[src/source/tqv_isa_pkg.sv]
// ISA package with ALU opcodes, CSR addresses and architectural constants
package tqv_isa_pkg;

    localparam int XLEN = 32;

    // misa reports RV32 with the C and E extensions
    localparam logic [XLEN-1:0] MISA_VALUE   = 32'h4000_0014;
    localparam logic [XLEN-1:0] MIMPID_VALUE = 32'd3;

    // Encoded as {funct7[5], funct3}
    typedef enum logic [3:0] {
        ALU_ADD  = 4'b0000,
        ALU_SUB  = 4'b1000,
        ALU_SLT  = 4'b0010,
        ALU_SLTU = 4'b0011,
        ALU_XOR  = 4'b0100,
        ALU_OR   = 4'b0110,
        ALU_AND  = 4'b0111
    } alu_op_e;

    // Read-only CSRs served by the core
    typedef enum logic [11:0] {
        CSR_MISA     = 12'h301,
        CSR_MINSTRET = 12'hC02,
        CSR_MIMPID   = 12'hF13
    } csr_addr_e;

endpackage

[src/source/tqv_uarch_pkg.sv]
// Microarchitecture package with nibble, sub-cycle counter and pass types
package tqv_uarch_pkg;

    localparam int NIBBLE_W = 4;
    localparam int NIBBLES  = 8;  // Nibbles per 32-bit word

    typedef logic [NIBBLE_W-1:0] nibble_t;

    // One count per nibble of the word
    typedef logic [$clog2(NIBBLES)-1:0] count_t;

    localparam count_t LAST_COUNT = count_t'(NIBBLES - 1);

    // Compare instructions need a second pass to write back
    typedef enum logic {
        PASS_FIRST  = 1'b0,
        PASS_SECOND = 1'b1
    } pass_e;

endpackage

[src/source/tqv_reg_if.sv]
// Register port interface between control, ALU and register file
interface tqv_reg_if #(
    parameter int REG_ADDR_BITS = 4
) ();

    logic [REG_ADDR_BITS-1:0] rs1;
    logic [REG_ADDR_BITS-1:0] rs2;
    logic [REG_ADDR_BITS-1:0] rd;

    tqv_uarch_pkg::nibble_t data_rs1;
    tqv_uarch_pkg::nibble_t data_rs2;

    logic                   wr_en;
    tqv_uarch_pkg::nibble_t data_rd;

    modport regs (
        input  rs1, rs2, rd, wr_en, data_rd,
        output data_rs1, data_rs2
    );

    modport ctrl (output wr_en, data_rd);

    modport alu (input data_rs1, data_rs2);

endinterface

[src/source/tqv_registers.sv]
// Serial register file with nibble rotation and a hardwired zero register
module tqv_registers #(
    parameter int REG_ADDR_BITS = 4
) (
    input  logic                  clk,
    input  logic                  rstn,
    input  tqv_uarch_pkg::count_t counter,
    tqv_reg_if.regs               regs
);

    localparam int NUM_REGS = 2 ** REG_ADDR_BITS;
    localparam int XLEN     = tqv_isa_pkg::XLEN;
    localparam int NW       = tqv_uarch_pkg::NIBBLE_W;

    // x0 is not stored
    logic [XLEN-1:0] regs_q [1:NUM_REGS-1];

    // Every register shifts right one nibble per clock so nibble n is at the bottom on count n
    always_ff @(posedge clk) begin
        for (int i = 1; i < NUM_REGS; i++) begin
            if (regs.wr_en && regs.rd == REG_ADDR_BITS'(i)) begin
                regs_q[i] <= {regs.data_rd, regs_q[i][XLEN-1:NW]};
            end else begin
                regs_q[i] <= {regs_q[i][NW-1:0], regs_q[i][XLEN-1:NW]};
            end
        end
    end

    assign regs.data_rs1 = (regs.rs1 == '0) ? '0 : regs_q[regs.rs1][NW-1:0];
    assign regs.data_rs2 = (regs.rs2 == '0) ? '0 : regs_q[regs.rs2][NW-1:0];

    // A write pass must not hop between destination registers
    rd_stable_during_write: assert property (
        @(posedge clk) disable iff (!rstn)
        (regs.wr_en && counter != tqv_uarch_pkg::LAST_COUNT) |=> (!regs.wr_en || $stable(regs.rd))
    ) else $error("rd changed in the middle of a write pass");

endmodule

[src/source/tqv_alu.sv]
// Nibble ALU with carry chain, compare state and operand selection
module tqv_alu (
    input  logic                   clk,
    tqv_reg_if.alu                 alu,
    input  tqv_uarch_pkg::count_t  counter,
    input  tqv_isa_pkg::alu_op_e   alu_op,
    input  logic                   is_alu_imm,
    input  tqv_uarch_pkg::nibble_t imm,
    output tqv_uarch_pkg::nibble_t alu_out,
    output logic                   cmp
);

    localparam int NW = tqv_uarch_pkg::NIBBLE_W;

    tqv_uarch_pkg::nibble_t op_a;
    tqv_uarch_pkg::nibble_t op_b;
    tqv_uarch_pkg::nibble_t b_eff;
    logic                   is_sub;
    logic                   cy;
    logic                   cy_in;
    logic [NW:0]            sum;
    logic                   lt;

    assign op_a = alu.data_rs1;
    assign op_b = is_alu_imm ? imm : alu.data_rs2;

    assign is_sub = alu_op inside {tqv_isa_pkg::ALU_SUB, tqv_isa_pkg::ALU_SLT,
                                   tqv_isa_pkg::ALU_SLTU};

    // Subtract as a + ~b + 1, with the +1 preloaded into the carry at nibble 0
    assign cy_in = (counter == '0) ? is_sub : cy;
    assign b_eff = is_sub ? ~op_b : op_b;
    assign sum   = {1'b0, op_a} + {1'b0, b_eff} + (NW + 1)'(cy_in);

    always_comb begin
        case (alu_op)
            tqv_isa_pkg::ALU_XOR: alu_out = op_a ^ op_b;
            tqv_isa_pkg::ALU_OR:  alu_out = op_a | op_b;
            tqv_isa_pkg::ALU_AND: alu_out = op_a & op_b;
            default:              alu_out = sum[NW-1:0];
        endcase
    end

    // Only meaningful on the top nibble
    always_comb begin
        if (alu_op == tqv_isa_pkg::ALU_SLTU) begin
            lt = !sum[NW];                       // Borrow out of the top nibble
        end else if (op_a[NW-1] != op_b[NW-1]) begin
            lt = op_a[NW-1];                     // Signs differ, negative a is less
        end else begin
            lt = sum[NW-1];
        end
    end

    always_ff @(posedge clk) begin
        cy <= sum[NW];
        if (counter == tqv_uarch_pkg::LAST_COUNT) begin
            cmp <= lt;
        end
    end

    legal_alu_op: assert property (
        @(posedge clk) !$isunknown(alu_op) |-> alu_op inside {
            tqv_isa_pkg::ALU_ADD, tqv_isa_pkg::ALU_SUB, tqv_isa_pkg::ALU_SLT,
            tqv_isa_pkg::ALU_SLTU, tqv_isa_pkg::ALU_XOR, tqv_isa_pkg::ALU_OR,
            tqv_isa_pkg::ALU_AND}
    ) else $error("Illegal ALU opcode %b", alu_op);

endmodule

[src/source/tqv_csr.sv]
// Retired instruction counter and read-only CSR nibble multiplexer
module tqv_csr (
    input  logic                   clk,
    input  logic                   rstn,
    input  tqv_uarch_pkg::count_t  counter,
    input  tqv_isa_pkg::csr_addr_e csr_addr,
    input  logic                   retire,
    output tqv_uarch_pkg::nibble_t csr_nibble
);

    localparam int XLEN = tqv_isa_pkg::XLEN;
    localparam int NW   = tqv_uarch_pkg::NIBBLE_W;

    logic [XLEN-1:0] minstret;
    logic [XLEN-1:0] csr_word;

    // Bumps at the end of the completing clock, so the next pass reads a stable value
    always_ff @(posedge clk or negedge rstn) begin
        if (!rstn) begin
            minstret <= '0;
        end else if (retire) begin
            minstret <= minstret + 1'b1;
        end
    end

    always_comb begin
        case (csr_addr)
            tqv_isa_pkg::CSR_MISA:     csr_word = tqv_isa_pkg::MISA_VALUE;
            tqv_isa_pkg::CSR_MIMPID:   csr_word = tqv_isa_pkg::MIMPID_VALUE;
            tqv_isa_pkg::CSR_MINSTRET: csr_word = minstret;
            default:                   csr_word = '0;  // Unimplemented CSRs read zero
        endcase
    end

    // Nibble n of the word on count n
    assign csr_nibble = csr_word[NW*counter +: NW];

endmodule

[src/source/tqv_control.sv]
// Sub-cycle counter, pass tracking, completion and writeback selection
module tqv_control (
    input  logic                   clk,
    input  logic                   rstn,
    tqv_reg_if.ctrl                ctrl,
    output tqv_uarch_pkg::count_t  counter,
    input  logic                   is_alu_imm,
    input  logic                   is_alu_reg,
    input  logic                   is_lui,
    input  logic                   is_csr,
    input  tqv_isa_pkg::alu_op_e   alu_op,
    input  tqv_uarch_pkg::nibble_t imm,
    input  tqv_uarch_pkg::nibble_t alu_out,
    input  logic                   cmp,
    input  tqv_uarch_pkg::nibble_t csr_nibble,
    output logic                   instr_complete,
    output logic                   retire
);

    tqv_uarch_pkg::pass_e pass;
    logic                 is_alu;
    logic                 is_cmp;
    logic                 last_count;

    assign last_count = (counter == tqv_uarch_pkg::LAST_COUNT);
    assign is_alu     = is_alu_imm || is_alu_reg;
    assign is_cmp     = is_alu && (alu_op inside {tqv_isa_pkg::ALU_SLT, tqv_isa_pkg::ALU_SLTU});

    always_ff @(posedge clk or negedge rstn) begin
        if (!rstn) begin
            counter <= '0;
            pass    <= tqv_uarch_pkg::PASS_FIRST;
        end else begin
            counter <= counter + 1'b1;  // Free running, wraps after the top nibble
            if (last_count) begin
                pass <= instr_complete ? tqv_uarch_pkg::PASS_FIRST : tqv_uarch_pkg::PASS_SECOND;
            end
        end
    end

    // Compares need their result from the first pass before they can write
    assign instr_complete = last_count && (!is_cmp || pass == tqv_uarch_pkg::PASS_SECOND);
    assign retire         = instr_complete;

    always_comb begin
        ctrl.wr_en   = 1'b0;
        ctrl.data_rd = '0;
        if (is_cmp) begin
            ctrl.wr_en = (pass == tqv_uarch_pkg::PASS_SECOND);
            if (counter == '0) begin
                ctrl.data_rd = tqv_uarch_pkg::nibble_t'(cmp);
            end
        end else if (is_alu) begin
            ctrl.wr_en   = 1'b1;
            ctrl.data_rd = alu_out;
        end else if (is_lui) begin
            ctrl.wr_en   = 1'b1;
            ctrl.data_rd = imm;
        end else if (is_csr) begin
            ctrl.wr_en   = 1'b1;
            ctrl.data_rd = csr_nibble;
        end
    end

    // The instruction stays on the inputs until the clock that completes it
    instr_held_until_complete: assert property (
        @(posedge clk) disable iff (!rstn)
        !instr_complete |=> $stable({is_alu_imm, is_alu_reg, is_lui, is_csr, alu_op})
    ) else $error("Instruction changed before it completed");

endmodule

[src/source/tqv_core.sv]
// Top level of the nibble-serial execution core with plain ports
module tqv_core #(
    parameter int REG_ADDR_BITS = 4
) (
    input  logic                     clk,
    input  logic                     rstn,

    input  logic                     is_alu_imm,
    input  logic                     is_alu_reg,
    input  logic                     is_lui,
    input  logic                     is_csr,
    input  logic [3:0]               alu_op,     // {funct7[5], funct3}

    input  logic [REG_ADDR_BITS-1:0] rs1,
    input  logic [REG_ADDR_BITS-1:0] rs2,
    input  logic [REG_ADDR_BITS-1:0] rd,
    input  logic [3:0]               imm,        // Immediate nibble for the current count
    input  logic [11:0]              csr_addr,

    output logic [2:0]               counter,
    output logic                     instr_complete,

    output logic                     debug_reg_wen,
    output logic [3:0]               debug_rd
);

    tqv_isa_pkg::alu_op_e   alu_op_enum;
    tqv_isa_pkg::csr_addr_e csr_addr_enum;
    tqv_uarch_pkg::nibble_t alu_out;
    tqv_uarch_pkg::nibble_t csr_nibble;
    logic                   cmp;
    logic                   retire;

    assign alu_op_enum   = tqv_isa_pkg::alu_op_e'(alu_op);
    assign csr_addr_enum = tqv_isa_pkg::csr_addr_e'(csr_addr);

    tqv_reg_if #(.REG_ADDR_BITS(REG_ADDR_BITS)) reg_bus ();

    assign reg_bus.rs1 = rs1;
    assign reg_bus.rs2 = rs2;
    assign reg_bus.rd  = rd;

    tqv_registers #(.REG_ADDR_BITS(REG_ADDR_BITS)) i_registers (
        .clk     (clk),
        .rstn    (rstn),
        .counter (counter),
        .regs    (reg_bus)
    );

    tqv_alu i_alu (
        .clk        (clk),
        .alu        (reg_bus),
        .counter    (counter),
        .alu_op     (alu_op_enum),
        .is_alu_imm (is_alu_imm),
        .imm        (imm),
        .alu_out    (alu_out),
        .cmp        (cmp)
    );

    tqv_csr i_csr (
        .clk        (clk),
        .rstn       (rstn),
        .counter    (counter),
        .csr_addr   (csr_addr_enum),
        .retire     (retire),
        .csr_nibble (csr_nibble)
    );

    tqv_control i_control (
        .clk            (clk),
        .rstn           (rstn),
        .ctrl           (reg_bus),
        .counter        (counter),
        .is_alu_imm     (is_alu_imm),
        .is_alu_reg     (is_alu_reg),
        .is_lui         (is_lui),
        .is_csr         (is_csr),
        .alu_op         (alu_op_enum),
        .imm            (imm),
        .alu_out        (alu_out),
        .cmp            (cmp),
        .csr_nibble     (csr_nibble),
        .instr_complete (instr_complete),
        .retire         (retire)
    );

    // The writeback port is the only view of results
    assign debug_reg_wen = reg_bus.wr_en;
    assign debug_rd      = reg_bus.data_rd;

endmodule

[config.mk]
export PLATFORM = sky130hd
export DESIGN_NAME = tqv_core
export DESIGN_NICKNAME = d
export VERILOG_FILES = /design/src/source/tqv_isa_pkg.sv /design/src/source/tqv_uarch_pkg.sv /design/src/source/tqv_reg_if.sv /design/src/source/tqv_registers.sv /design/src/source/tqv_alu.sv /design/src/source/tqv_csr.sv /design/src/source/tqv_control.sv /design/src/source/tqv_core.sv
export SDC_FILE = /design/constraint.sdc
export NUM_CORES = 1
export LEC_CHECK = 0
export ABC_AREA = 1
export BUFFER_PORTS_ARGS = -buffer_cell sky130_fd_sc_hd__buf_2
export CORE_UTILIZATION = 60
export DETAILED_ROUTE_END_ITERATION = 8
export PLACE_DENSITY_LB_ADDON = 0.25
export SETUP_SLACK_MARGIN = 0.2
export SLEW_MARGIN = 20
export SYNTH_ARGS = -nofsm -noshare
export SYNTH_HDL_FRONTEND = slang
export SYNTH_SLANG_ARGS = --single-unit
[constraint.sdc]
create_clock -name clk -period 5.85 [get_ports clk]
set_input_delay 1.17 -clock clk [delete_from_list [all_inputs] [get_ports clk]]
set_output_delay 1.17 -clock clk [all_outputs]
set_load 0.03 [all_outputs]
# Word-level counts from Yosys, hierarchy flattened
# Memories as Yosys holds them, arrays and structs flattened.
# Cells that the tools add are included.
[classes]
muxes = 79
add_sub_neg = 4
n_bitwise = 19
n_eq_ne = 26
shifts = 1
reduce_logical = 26
[ops]
columns = ["operator", "count"]
rows = [
  ["2-to-1 mux 32 bit", 15],
  ["one-hot mux 32 bit (3 select lines)", 1],
  ["2-to-1 mux 1 bit", 54],
  ["== test 4 bit (second input constant)", 9],
  ["adder 32 x 1 -> 32 bit (second input constant)", 1],
  ["2-to-1 mux 4 bit", 8],
  ["variable part select 32 x 6 -> 4 bit", 1],
  ["== test 4 x 3 -> 1 bit (second input constant)", 7],
  ["== test 12 bit (second input constant)", 2],
  ["logical AND 1 bit", 17],
  ["== test 4 x 2 -> 1 bit (second input constant)", 4],
  ["OR 1 bit", 15],
  ["== test 12 x 10 -> 1 bit (second input constant)", 1],
  ["one-hot mux 4 bit (3 select lines)", 1],
  ["zero test 4 bit", 2],
  ["adder 4 x 4 -> 5 bit", 1],
  ["adder 5 x 1 -> 5 bit", 1],
  ["AND 4 bit", 1],
  ["== test 4 x 1 -> 1 bit (second input constant)", 1],
  ["inverter 4 bit", 1],
  ["OR 4 bit", 1],
  ["bitwise XOR 4 bit", 1],
  ["adder 3 x 1 -> 3 bit (second input constant)", 1],
  ["== test 3 bit (second input constant)", 1],
  ["other kinds (6)", 8],
]
[totals]
ram_bits = 480
mem_count = 1
regBits = 38
input_bits = 38
elab_cells = 161
[memory_table]
columns = ["name", "depth", "width", "read_ports", "rd_clocked_by_memory_dff", "write_ports", "line", "source"]
rows = [
  ["i_registers.regs_q", 15, 32, 17, 0, 15, "tqv_registers.sv:16", "logic [XLEN-1:0] regs_q [1:NUM_REGS-1];"],
]

# Logic depth before layout (Yosys ltp)
[logic_depth]
ltp_word = 11
ltp_mapped = 20
depth_no_buf = 18

# Modules after synthesis
# From an unflattened synthesis, not the netlist that was laid out.
[hier_totals]
hier_cells = 1430
hier_area_um2 = 14953.1
[modules_own_cells]
columns = ["module", "cells_per_inst", "area_each_um2", "n_inst", "seq_area_each_um2"]
rows = [
  ["tqv_registers", 955, 11698.7, 1, 9609.2],
  ["tqv_csr", 304, 2190.9, 1, 800.8],
  ["tqv_alu", 108, 670.6, 1, 50.0],
  ["tqv_control", 63, 392.9, 1, 100.1],
]

# Worst setup path after synthesis
# Ideal clock, no wire load.
[synth_path]
path_type = "input port to output port"
start = "in rs2[0]"
end = "out debug_rd[3]"
path_slack_ns = 0.844
path_stages = 19
t_arrival_ns = 3.836
cell_sequence = "buf_2 -> buf_2 -> buf_2 -> nand2_1 -> o211ai_1 -> nand4_1 -> o211ai_1 -> nand2_1 -> xor2_1 -> fa_1 -> inv_1 -> nand3_1 -> nand2_1 -> xor2_1 -> inv_1 -> o211ai_1 -> nand3b_1 -> clkbuf_1 -> inv_1"
[synth_via]
elab_chain_cells = 10
word_cells_on_any_way = 14
cone_classes = "add/sub (2); mux (6); bitwise (4); reduce/logical (1); memory (1)"
[synth_rtl]
columns = ["element", "line", "source"]
rows = [
  ["from (decl)", "tqv_core.sv:15", "input logic [REG_ADDR_BITS-1:0] rs2,"],
  ["memory (15 x 32 bit) or zero test 4 bit (tied branches)", "--", ""],
  ["2-to-1 mux 4 bit (*)", "tqv_registers.sv:30", "assign regs.data_rs2 = (regs.rs2 == '0) ? '0 : regs_q[regs.rs2][NW-1:0];"],
  ["2-to-1 mux 4 bit (*)", "tqv_alu.sv:25", "assign op_b = is_alu_imm ? imm : alu.data_rs2;"],
  ["inverter 4 bit", "tqv_alu.sv:32", "assign b_eff = is_sub ? ~op_b : op_b;"],
  ["2-to-1 mux 4 bit", "tqv_alu.sv:32", ""],
  ["adder 4 x 4 -> 5 bit", "tqv_alu.sv:33", "assign sum = {1'b0, op_a} + {1'b0, b_eff} + (NW + 1)'(cy_in);"],
  ["adder 5 x 1 -> 5 bit", "tqv_alu.sv:33", ""],
  ["one-hot mux 4 bit (3 select lines) (*)", "tqv_alu.sv:36", "case (alu_op)"],
  ["2-to-1 mux 4 bit (*)", "tqv_control.sv:53", "end else if (is_alu) begin"],
  ["2-to-1 mux 4 bit (*)", "tqv_control.sv:48", "if (is_cmp) begin"],
  ["to (decl)", "tqv_core.sv:24", "output logic [3:0] debug_rd"],
]
# Mark *: on every way between the ends. The rest lies on a longest branch, timed or not.

# Worst setup path after layout
[layout_path]
start = "in rs2[1]"
end = "out debug_rd[2]"
# Same word-level chain as after synthesis.

==> out/metrics.cfg <==
[floorplanning]
chipWidth_um = 158
core.rowCount = 56
die-area_um2 = 25000
fp.dieH_um = 158
io_pins = 47
core_um2 = 23700
initial_core_util_pct = 61.7

[critical_path]
crit_required_ns = 4.68
startpoint_type = primary input
crit_type = primary input to output port
cp-end-kind = output port
arrival_ns = 4.17
path_max_fanout = 18

[logic_synthesis]
yosysWarnings = 0
synth_edf_count = 1
ys_seq_elements = 518
syn_avg_cell_area_um2 = 10.9
syn_area_um2 = 14600
synth-async-reset-ratio_pct = 6.95
ys_seq_area_share_pct = 72.3
synthCells = 1341
syn-num-nets = 1396
synthFlopType = dfxtp_1
yosysUniqueCellTypes = 41

[sta]
fmax_mhz = 187
hold_viol = 0
setup_tns_ns = 0
finalCritPeriodShare_pct = 91.3
period_minus_slack_ns = 5.34
maxSlewViolCount = 0
finalSetupViolCount = 0
fin_skew_ns = 0.0189
rsz0062_at_grt = no
relSlewSlack_pct = 45.4
worst_pin_slew_ns = 0.819

[placement]
post-dp-hpwl_um = 18800
place_area_um2 = 15200
gp_congestion = 0.900
io_buffers = 46

[clock_tree]
cts_hold_buf = 0
h-tree-depth = 2
clock_path_buffers = 3
numCtsBuffers = 44
clk_pin_slew_ns = 0.07
cts-root-buf = clkbuf_16
clk_latency_ns = 0.54
tritoncts = yes
clock-sinks = 518

[route]
routed_via_density = 5.02
drt-initial-drc-count = 780
wl_per_cell_um = 16.4
first_pass_iters = 7
drc = 0
ant_nets = 0
drt_wl_total_um = 28900
vias = 8847

[global_routing]
grt_use_total_pct = 23.8
gr-total-overflow = 0
grt_pass1_wl_um = 44800
grt_max_degree = 47
antenna_found_initial = 1
first_global_vias = 8582

[finish]
drive_above_1_share_pct = 9.83
synthToLayoutAreaGrowth_pct = 13.7
fin_area_um2 = 16600
nets = 1468

[power]
ir_worst_vdd_mv = 0.290
power_leakage_nw = 7.27
power_density_nw_per_um2 = 453

[status]
status = finished clean

[job]
maxCapViolCount = 0

[min_path]
hp-class = register to register

layout make-up:
class | count | area (um2)
inverters | 117 | 439
flip-flops and latches | 518 | 10600
clock inverters | 15 | 148
diodes | 1 | 2.50
clock buffers | 62 | 1270
fillers | 1689 | 7080
repair buffers | 55 | 313
well taps | 319 | 399
multi-input cells | 677 | 3470
layer usage:
metal | global-route usage [%] | vias to the layer above | part of all wire (%) | wire [um]
met5 | 0 | - | 0 | 0
met4 | 8.06 | 0 | 2.8 | 798
met3 | 3.64 | 65 | 4.4 | 1270
met2 | 39.7 | 219 | 47 | 13700
met1 | 31.5 | 4129 | 46 | 13200
li1 | - | 4434 | - | -
metrics by stage:
stage / setup slack, ns / utilization [%] / power [mW] / hold slack, ns / cells
floorplan: 0.844 / - / 4.50 / 0.310 / 1341
global placement: 0.417 / 64.1 / 4.71 / 0.310 / 1686
detailed placement: 0.338 / 64.1 / 4.74 / 0.312 / 1686
CTS: 0.337 / 70.1 / 7.59 / 0.317 / 1763
global route: 0.227 / 70.1 / 7.82 / 0.314 / 1764
finish: 0.509 / 70.1 / 7.52 / 0.315 / 1764
worst max-delay path, cell delays in order:
cell and delay, ns:
clkbuf_4 0.20, nor2_1 0.40, a31oi_1 0.26, o211ai_1 0.20, nand2_1 0.14, xor2_1 0.22, fa_1 0.21, inv_1 0.06
fa_1 0.40, xnor2_1 0.18, nor2_1 0.06, nor3_1 0.24, o21ai_2 0.09, and2_1 0.16, buf_2 0.17
power by group:
| part | switching [mW] | internal (mW) | leakage (nW) |
|---|---|---|---|
| Combinational | 0.328 | 0.154 | 2.16 |
| Clock | 1.22 | 1.61 | 0.703 |
| Sequential | 0.184 | 4.02 | 4.41 |
| Total | 1.73 | 5.79 | 7.27 |
kinds of logic after synthesis:
logic type	Yosys count	synth area share, %
buf+inv	146	3.96
simple gates	445	13.3
compound gates	183	6.96
xor+xnor	32	1.92
fa+ha+maj	17	1.56
flops	518	72.3
worst paths after layout:
path,start,end,slack [ns],cells past startpoint
setup / recovery,rs2[1],debug_rd[2],0.51,15
hold / removal,i_registers.regs_q[3][20]$_DFF_P_,i_registers.regs_q[3][16]$_DFF_P_,0.32,0
setup reg to reg,i_control.counter[0]$_DFF_PN0_,i_registers.regs_q[10][30]$_DFF_P_,2.04,15
hold reg to reg,i_registers.regs_q[3][20]$_DFF_P_,i_registers.regs_q[3][16]$_DFF_P_,0.32,0
max in group asynchronous,rstn,i_csr.minstret[25]$_DFFE_PN0P_,4.60,1
min in group asynchronous,rstn,i_csr.minstret[5]$_DFFE_PN0P_,0.73,1
repair_timing:
item | in CTS | in global routing
setup buffers | 0 | 0
resized for setup | 0 | 2
setup endpoints to repair | 0 | 1
synth_stat cells, drive strengths merged (2+ instances only):
cell type / number / area [um2]
nand2: 237 / 900
o22ai: 2 / 12.5
xor2: 25 / 219
a31oi: 2 / 12.5
nor4: 3 / 18.8
clkbuf: 14 / 53.8
o211ai: 24 / 180
dfrtp: 36 / 901
nand3b: 2 / 15.0
fa: 2 / 40.0
dfxtp: 481 / 9630
a22oi: 2 / 15.0
nor2: 91 / 372
nand3: 76 / 415
o21ai: 93 / 473
buf: 15 / 85.1
ha: 15 / 188
nor3: 24 / 148
inv: 117 / 439
nand4: 8 / 50.1
o31ai: 2 / 15.0
a21oi: 56 / 292
and2: 2 / 12.5
xnor2: 7 / 61.3
cells in the final DEF, fill, tap and decap left out, types with 3 or more instances in the layout:
master,count
a21oi_1,55
nor2_1,84
clkinv_4,3
clkbuf_1,10
nand3_1,72
nor2_2,4
o211ai_1,24
clkbuf_8,6
o21ai_0,91
nand4_1,8
inv_6,3
buf_2,45
nor3_1,21
inv_1,117
nand2_1,235
ha_1,15
dfrtp_1,36
buf_4,8
clkbuf_16,46
nor4_1,3
xnor2_1,7
clkinv_2,7
dfxtp_1,481
nor2_4,3
xor2_1,25
sequential cells by signal, indices dropped and copies added (netlist names):
signal and flops:
i_alu.cmp 1, i_registers.regs_q 480, i_alu.cy 1, i_control.pass 1, i_control.counter 3, i_csr.minstret 32
(Power assumes the default switching activity.)
